File: src/include/inv_aes_cfg.svh
`ifndef INV_AES_CFG_SVH
`define INV_AES_CFG_SVH

// AES-128 geometry
`define AES_BLOCK_BITS 128
`define AES_WORD_BITS 32
`define AES_ROUNDS 10
`define AES_KEY_WORDS 4
`define AES_SCHED_WORDS 44

// Edges from Run sampled in WAIT to Ready
`define AES_LATENCY 52

`endif

File: src/verilog/inv_aes_pkg.sv
`default_nettype none

package inv_aes_pkg;

	`include "inv_aes_cfg.svh"

	typedef logic [7:0] aes_byte_t;
	typedef logic [`AES_WORD_BITS-1:0] aes_word_t;

	// Byte 0 and column 0 sit in the top bits
	typedef union packed {
		aes_byte_t [0:`AES_BLOCK_BITS/8-1] bytes;
		aes_word_t [0:`AES_BLOCK_BITS/`AES_WORD_BITS-1] cols;
	} aes_block_u;

	typedef enum logic [2:0] {
		WAIT,
		EXPAND,
		KEY_ADD,
		ROUND,
		FINISH
	} ctrl_state_t;

	function automatic aes_byte_t xtime(aes_byte_t a);
		return {a[6:0], 1'b0} ^ (a[7] ? 8'h1b : 8'h00);
	endfunction

	function automatic aes_byte_t gf_mul(aes_byte_t a, aes_byte_t b);
		aes_byte_t acc;
		aes_byte_t m;
		acc = '0;
		m = a;
		for (int i = 0; i < 8; i++) begin
			if (b[i])
				acc = acc ^ m;
			m = xtime(m);
		end
		return acc;
	endfunction

	// a^254 which maps zero to zero
	function automatic aes_byte_t gf_inv(aes_byte_t a);
		aes_byte_t r;
		aes_byte_t p;
		r = 8'h01;
		p = a;
		for (int i = 1; i < 8; i++) begin
			p = gf_mul(p, p);
			r = gf_mul(r, p);
		end
		return r;
	endfunction

	function automatic aes_byte_t rotl8(aes_byte_t a, int n);
		return aes_byte_t'((a << n) | (a >> (8 - n)));
	endfunction

	function automatic aes_byte_t sbox(aes_byte_t a);
		aes_byte_t b;
		b = gf_inv(a);
		return b ^ rotl8(b, 1) ^ rotl8(b, 2) ^ rotl8(b, 3) ^ rotl8(b, 4) ^ 8'h63;
	endfunction

	// Undo the affine map, then invert
	function automatic aes_byte_t inv_sbox(aes_byte_t a);
		return gf_inv(rotl8(a, 1) ^ rotl8(a, 3) ^ rotl8(a, 6) ^ 8'h05);
	endfunction

endpackage

`default_nettype wire

File: src/verilog/inv_cipher_ctrl.sv
`timescale 1ns/1ps
`default_nettype none

`include "inv_aes_cfg.svh"

module inv_cipher_ctrl import inv_aes_pkg::*; (
	input logic clk,
	input logic Reset,
	input logic Run,
	input logic key_ready,
	output logic expand_start,
	output logic load,
	output logic step,
	output logic last_round,
	output logic [3:0] round_idx,
	output logic Ready
);

	ctrl_state_t state;
	ctrl_state_t next_state;
	logic [3:0] rnd;

	always_ff @(posedge clk, negedge Reset) begin
		if (!Reset) begin
			state <= WAIT;
			rnd <= '0;
		end else begin
			state <= next_state;
			if (state == EXPAND)
				rnd <= 4'(`AES_ROUNDS); // Key add uses the last round key
			else if (load || (step && !last_round))
				rnd <= rnd - 4'd1;
		end
	end

	always_comb begin
		next_state = state;
		case (state)
			WAIT: begin
				if (Run)
					next_state = EXPAND;
			end
			EXPAND: begin
				if (key_ready)
					next_state = KEY_ADD;
			end
			KEY_ADD: next_state = ROUND;
			ROUND: begin
				if (rnd == 4'd0)
					next_state = FINISH;
			end
			FINISH: begin
				if (!Run) // Hold result while Run stays high
					next_state = WAIT;
			end
			default: next_state = WAIT;
		endcase
	end

	assign expand_start = (state == WAIT) && Run;
	assign load = (state == KEY_ADD);
	assign step = (state == ROUND);
	assign last_round = step && (rnd == 4'd0);
	assign round_idx = rnd;
	assign Ready = (state == FINISH);

endmodule

`default_nettype wire

File: config.mk
export PLATFORM = sky130hd
export DESIGN_NAME = inv_cipher_ctrl
export DESIGN_NICKNAME = d
export VERILOG_FILES = /design/src/verilog/inv_aes_pkg.sv /design/src/verilog/inv_cipher_ctrl.sv
export VERILOG_INCLUDE_DIRS = /design/src /design/src/include
export SDC_FILE = /design/constraint.sdc
export NUM_CORES = 1
export LEC_CHECK = 0
export BUFFER_PORTS_ARGS = -buffer_cell sky130_fd_sc_hd__buf_2
export CORE_AREA = 4 4 41 43
export DETAILED_ROUTE_END_ITERATION = 16
export DIE_AREA = 0 0 45 47
export GPL_ROUTABILITY_DRIVEN = 0
export GPL_TIMING_DRIVEN = 0
export PLACE_DENSITY_LB_ADDON = 0.3
export SYNTH_ARGS = -nofsm -noshare
export SYNTH_HDL_FRONTEND = slang
export SYNTH_SLANG_ARGS = --single-unit
export TNS_END_PERCENT = 5
File: constraint.sdc
create_clock -name clk -period 1.4 [get_ports clk]
set_clock_uncertainty 0.05 [all_clocks]
set_input_delay 0.42 -clock clk [delete_from_list [all_inputs] [get_ports clk]]
set_output_delay 0.42 -clock clk [all_outputs]
set_load 0.02 [all_outputs]
==> impl_metrics.csv <==
group,metric,value,unit
clock_tree,clk-insertion-delay-late,0.26,ns
synthesis,yosys.area_share.simple,0.306,
sta,period_minus_slack,1.73,ns
synthesis,synth_cell_types,28,
placed_design,dpl_cell_area,583,um^2
layout,final_area,746,um^2
status,status,"complete, but fails checks",
clock_tree,cts-buffers-inserted,3,
synthesis,yosysSeqAreaShare,0.369,
setup_path,cp_cell_sequence,"inv_2 -> ha_4 -> nand4bb_4 -> nor2_4 -> buf_6",
setup_path,arrival,1.26,ns
global_route,grt_pass1_wl,2260,um
layout,layout-area-overhead-vs-synth,57.3,%
detailed_routing,first_pass_iters,4,
power_and_ir_drop,power_per_cell_area,2210,mW/mm^2
detailed_routing,drc_errors,0,
clock_tree,cts_tree,"done",
floorplanning,die_h,47,um
sta,drv_slew,0,
status,violations,"negative setup slack",
global_route,antenna_found_initial,0,
floorplanning,dieArea,0.00212,mm^2
floorplanning,die_x,45,um
sta,slew_headroom,0.780,
sta,max_freq,577,MHz
hold_path,hold_path_class,"in2reg",
sta,min_period_over_period,1.24,
detailed_routing,final_antenna_net_count,0,
power_and_ir_drop,leakage,0.323,nW
run,cap_violations,0,
clock_tree,clock-sinks,7,
detailed_routing,vias,491,
floorplanning,row_count,13,
synthesis,syn_area_per_cell,9.30,um^2
setup_path,path_max_fanout,3,
detailed_routing,post_drt_wl_per_cell,14.7,um
global_route,grt_max_degree,11,
setup_path,critPathLaunchType,"flop",
floorplanning,start_util,0.364,
power_and_ir_drop,p_comb_frac,0.653,
synthesis,ys_warn_count,0,
detailed_routing,vias_per_cell,5.58,
sta,setup_tns,-1.38,ns
placed_design,placedCellCount,78,
floorplanning,io_pins,13,
setup_path,cpPeakStageDelay,0.41,ns
synthesis,synth_compound_area_frac,0.201,
synthesis,synth-xor-area-share,0,
detailed_routing,totalWireLength,1300,um
placed_design,portBuffers,12,
power_and_ir_drop,peakVddDrop,1250,uV
global_route,first_global_vias,499,
setup_path,cp-end-kind,"output port",
setup_path,critPathRequiredTime,0.93,ns
synthesis,synthAdderAreaFrac,0.0528,
global_route,track_usage,0.154,
synthesis,synthCells,51,
synthesis,syn-cell-area,474,um^2
synthesis,ys_seq_elements,7,
power_and_ir_drop,p_switching,0.000719,W
layout,drive_gt1_frac,0.575,
placed_design,dp_slack,-0.228,ns
setup_path,cp_slowest_cell,"dfrtp_2",
clock_tree,clk_path_buf_depth,2,
layout,fin_cells,88,
layout,final_nets,80,
setup_path,crit_type,"reg2out",
layout,antenna_cells,0,
clock_tree,h-tree-depth,1,
sta,rsz0062_at_grt,"true",
synthesis,synthMuxAreaShare,0,
placed_design,dp_hpwl,822,um
synthesis,synth_top_family_by_area,"simple AND/OR/NAND/NOR gates",
power_and_ir_drop,p_int,0.000930,W
power_and_ir_drop,clkPwrFrac,0.113,
sta,timing.final.ws_setup,-0.332,ns
detailed_routing,drt_iter0_drc,9,
sta,setup_viol,7,
clock_tree,clk_pin_slew,0.05,ns
floorplanning,core_area,0.00130,mm^2
power_and_ir_drop,pwr-share-seq,0.234,
synthesis,synth_nets,57,
sta,hold_viol_final,0,
sta,worst_slew_pin_slew,0.328,ns
layout,fin_util,0.573,
clock_tree,root_buffer,"clkbuf_4",
global_route,grt.overflow.total,0,
power_and_ir_drop,switching_share,0.436,
==> through the flow <==
stage	hold WS [ns]	total power, W
floorplan	0.0744	0.000987
global placement	0.214	0.00118
detailed placement	0.214	0.00119
CTS	0.398	0.00164
global route	0.414	0.00178
finish	0.400	0.00165
==> final timing paths <==
check,startpoint,to,slack (ns),depth (start not counted)
worst min register to register,state[2]$_DFFE_PN0P_,state[1]$_DFFE_PN0P_,0.55,2
max in group asynchronous,Reset,round_idx[0]$_DFFE_PN0P_,0.65,2
worst max-delay path,round_idx[0]$_DFFE_PN0P_,last_round,-0.33,5
min in group asynchronous,Reset,state[1]$_DFFE_PN0P_,0.48,2
worst min-delay path,key_ready,state[1]$_DFFE_PN0P_,0.40,3
worst max register to register,round_idx[0]$_DFFE_PN0P_,round_idx[2]$_DFFE_PN0P_,-0.11,5
==> worst max-delay path, delay by kind of cell, from the launching register on <==
| kind | cells | cell delay [ns] |
|---|---|---|
| DFF | 1 | 0.41 |
| and+or+nand+nor | 2 | 0.25 |
| buffers and inverters | 2 | 0.20 |
| adders and majority gates | 1 | 0.16 |
==> cell usage in the layout, fill, tap and decap left out, types with 2 or more instances in the layout <==
cell | netlist | layout
dfrtp_2 | 0 | 3
nand4_1 | 2 | 2
a21oi_1 | 5 | 5
nand3_1 | 2 | 2
dfrtp_1 | 7 | 4
inv_2 | 2 | 3
clkbuf_4 | 0 | 3
buf_2 | 3 | 5
buf_6 | 0 | 7
nor2_4 | 0 | 2
buf_4 | 0 | 8
==> cell type report <==
type / instances / area (um^2)
Fill cell: 118 / 556
Multi-Input combinational cell: 36 / 322
Sequential cell: 7 / 179
Timing Repair Buffer: 18 / 140
Buffer: 3 / 33.8
Clock buffer: 4 / 26.3
Inverter: 5 / 26.3
Tap cell: 15 / 18.8
==> what timing repair did <==
action	4_1_cts	5_1_grt
resized for setup	27	0
buffers inserted	5	0
endpoints found under the hold margin	7	0
endpoints found under the setup margin	8	11
hold buffers	1	0
pin swaps	0	1
gates cloned	0	0
==> registers in the layout, indices dropped and copies added (netlist names) <==
register and cells:
round_idx 4, state 3
==> synthesized netlist by cell type <==
| library cell | count | share of area |
|---|---|---|
| o311ai_1 | 1 | 0.018 |
| nand2_1 | 3 | 0.024 |
| and4bb_1 | 1 | 0.026 |
| o21ai_0 | 1 | 0.011 |
| o2111a_1 | 1 | 0.024 |
| nor4bb_1 | 1 | 0.021 |
| or3b_4 | 1 | 0.024 |
| and4bb_2 | 1 | 0.026 |
| o221ai_1 | 1 | 0.018 |
| and3b_2 | 1 | 0.021 |
| buf_2 | 3 | 0.032 |
| o22ai_1 | 1 | 0.013 |
| a221oi_2 | 1 | 0.032 |
| ha_1 | 2 | 0.053 |
| o211a_1 | 1 | 0.021 |
| or3_1 | 1 | 0.013 |
| a21oi_1 | 5 | 0.053 |
| nand3_1 | 2 | 0.021 |
| and3_1 | 1 | 0.013 |
| nor4_1 | 1 | 0.013 |
| o21ai_1 | 1 | 0.011 |
| nand4_1 | 2 | 0.026 |
| nand4bb_2 | 1 | 0.034 |
| inv_1 | 3 | 0.024 |
| dfrtp_1 | 7 | 0.37 |
| inv_2 | 2 | 0.016 |
| nor3_1 | 1 | 0.011 |
| nor2_1 | 4 | 0.032 |
==> logic make-up (layout without fill, tap and decap cells) <==
group	count (synthesis)	in the layout
compound gates	13	13
fa+ha+maj	2	2
buf+inv	8	30
flops	7	7
simple gates	21	21
==> routing by layer <==
| layer | part of all wire | GRT usage | up-vias | wire, um |
|---|---|---|---|---|
| li1 | - | - | 234 | - |
| met1 | 0.43 | 0.179 | 239 | 557 |
| met4 | 0.011 | 0.0468 | 0 | 14 |
| met5 | 0 | 0 | - | 0 |
| met2 | 0.51 | 0.251 | 14 | 656 |
| met3 | 0.053 | 0.0728 | 4 | 69 |
==> power by group through the flow <==
stage	clock network, W	registers, W	logic (W)
6_report	0.000186	0.000386	0.00108
3_3_place_gp	0	0.000404	0.000778
2_1_floorplan	0	0.000444	0.000542
3_5_place_dp	0	0.000401	0.000785
5_1_grt	0.000203	0.000396	0.00119
4_1_cts	0.000192	0.000376	0.00107
Power figures use the tool's default switching activity.
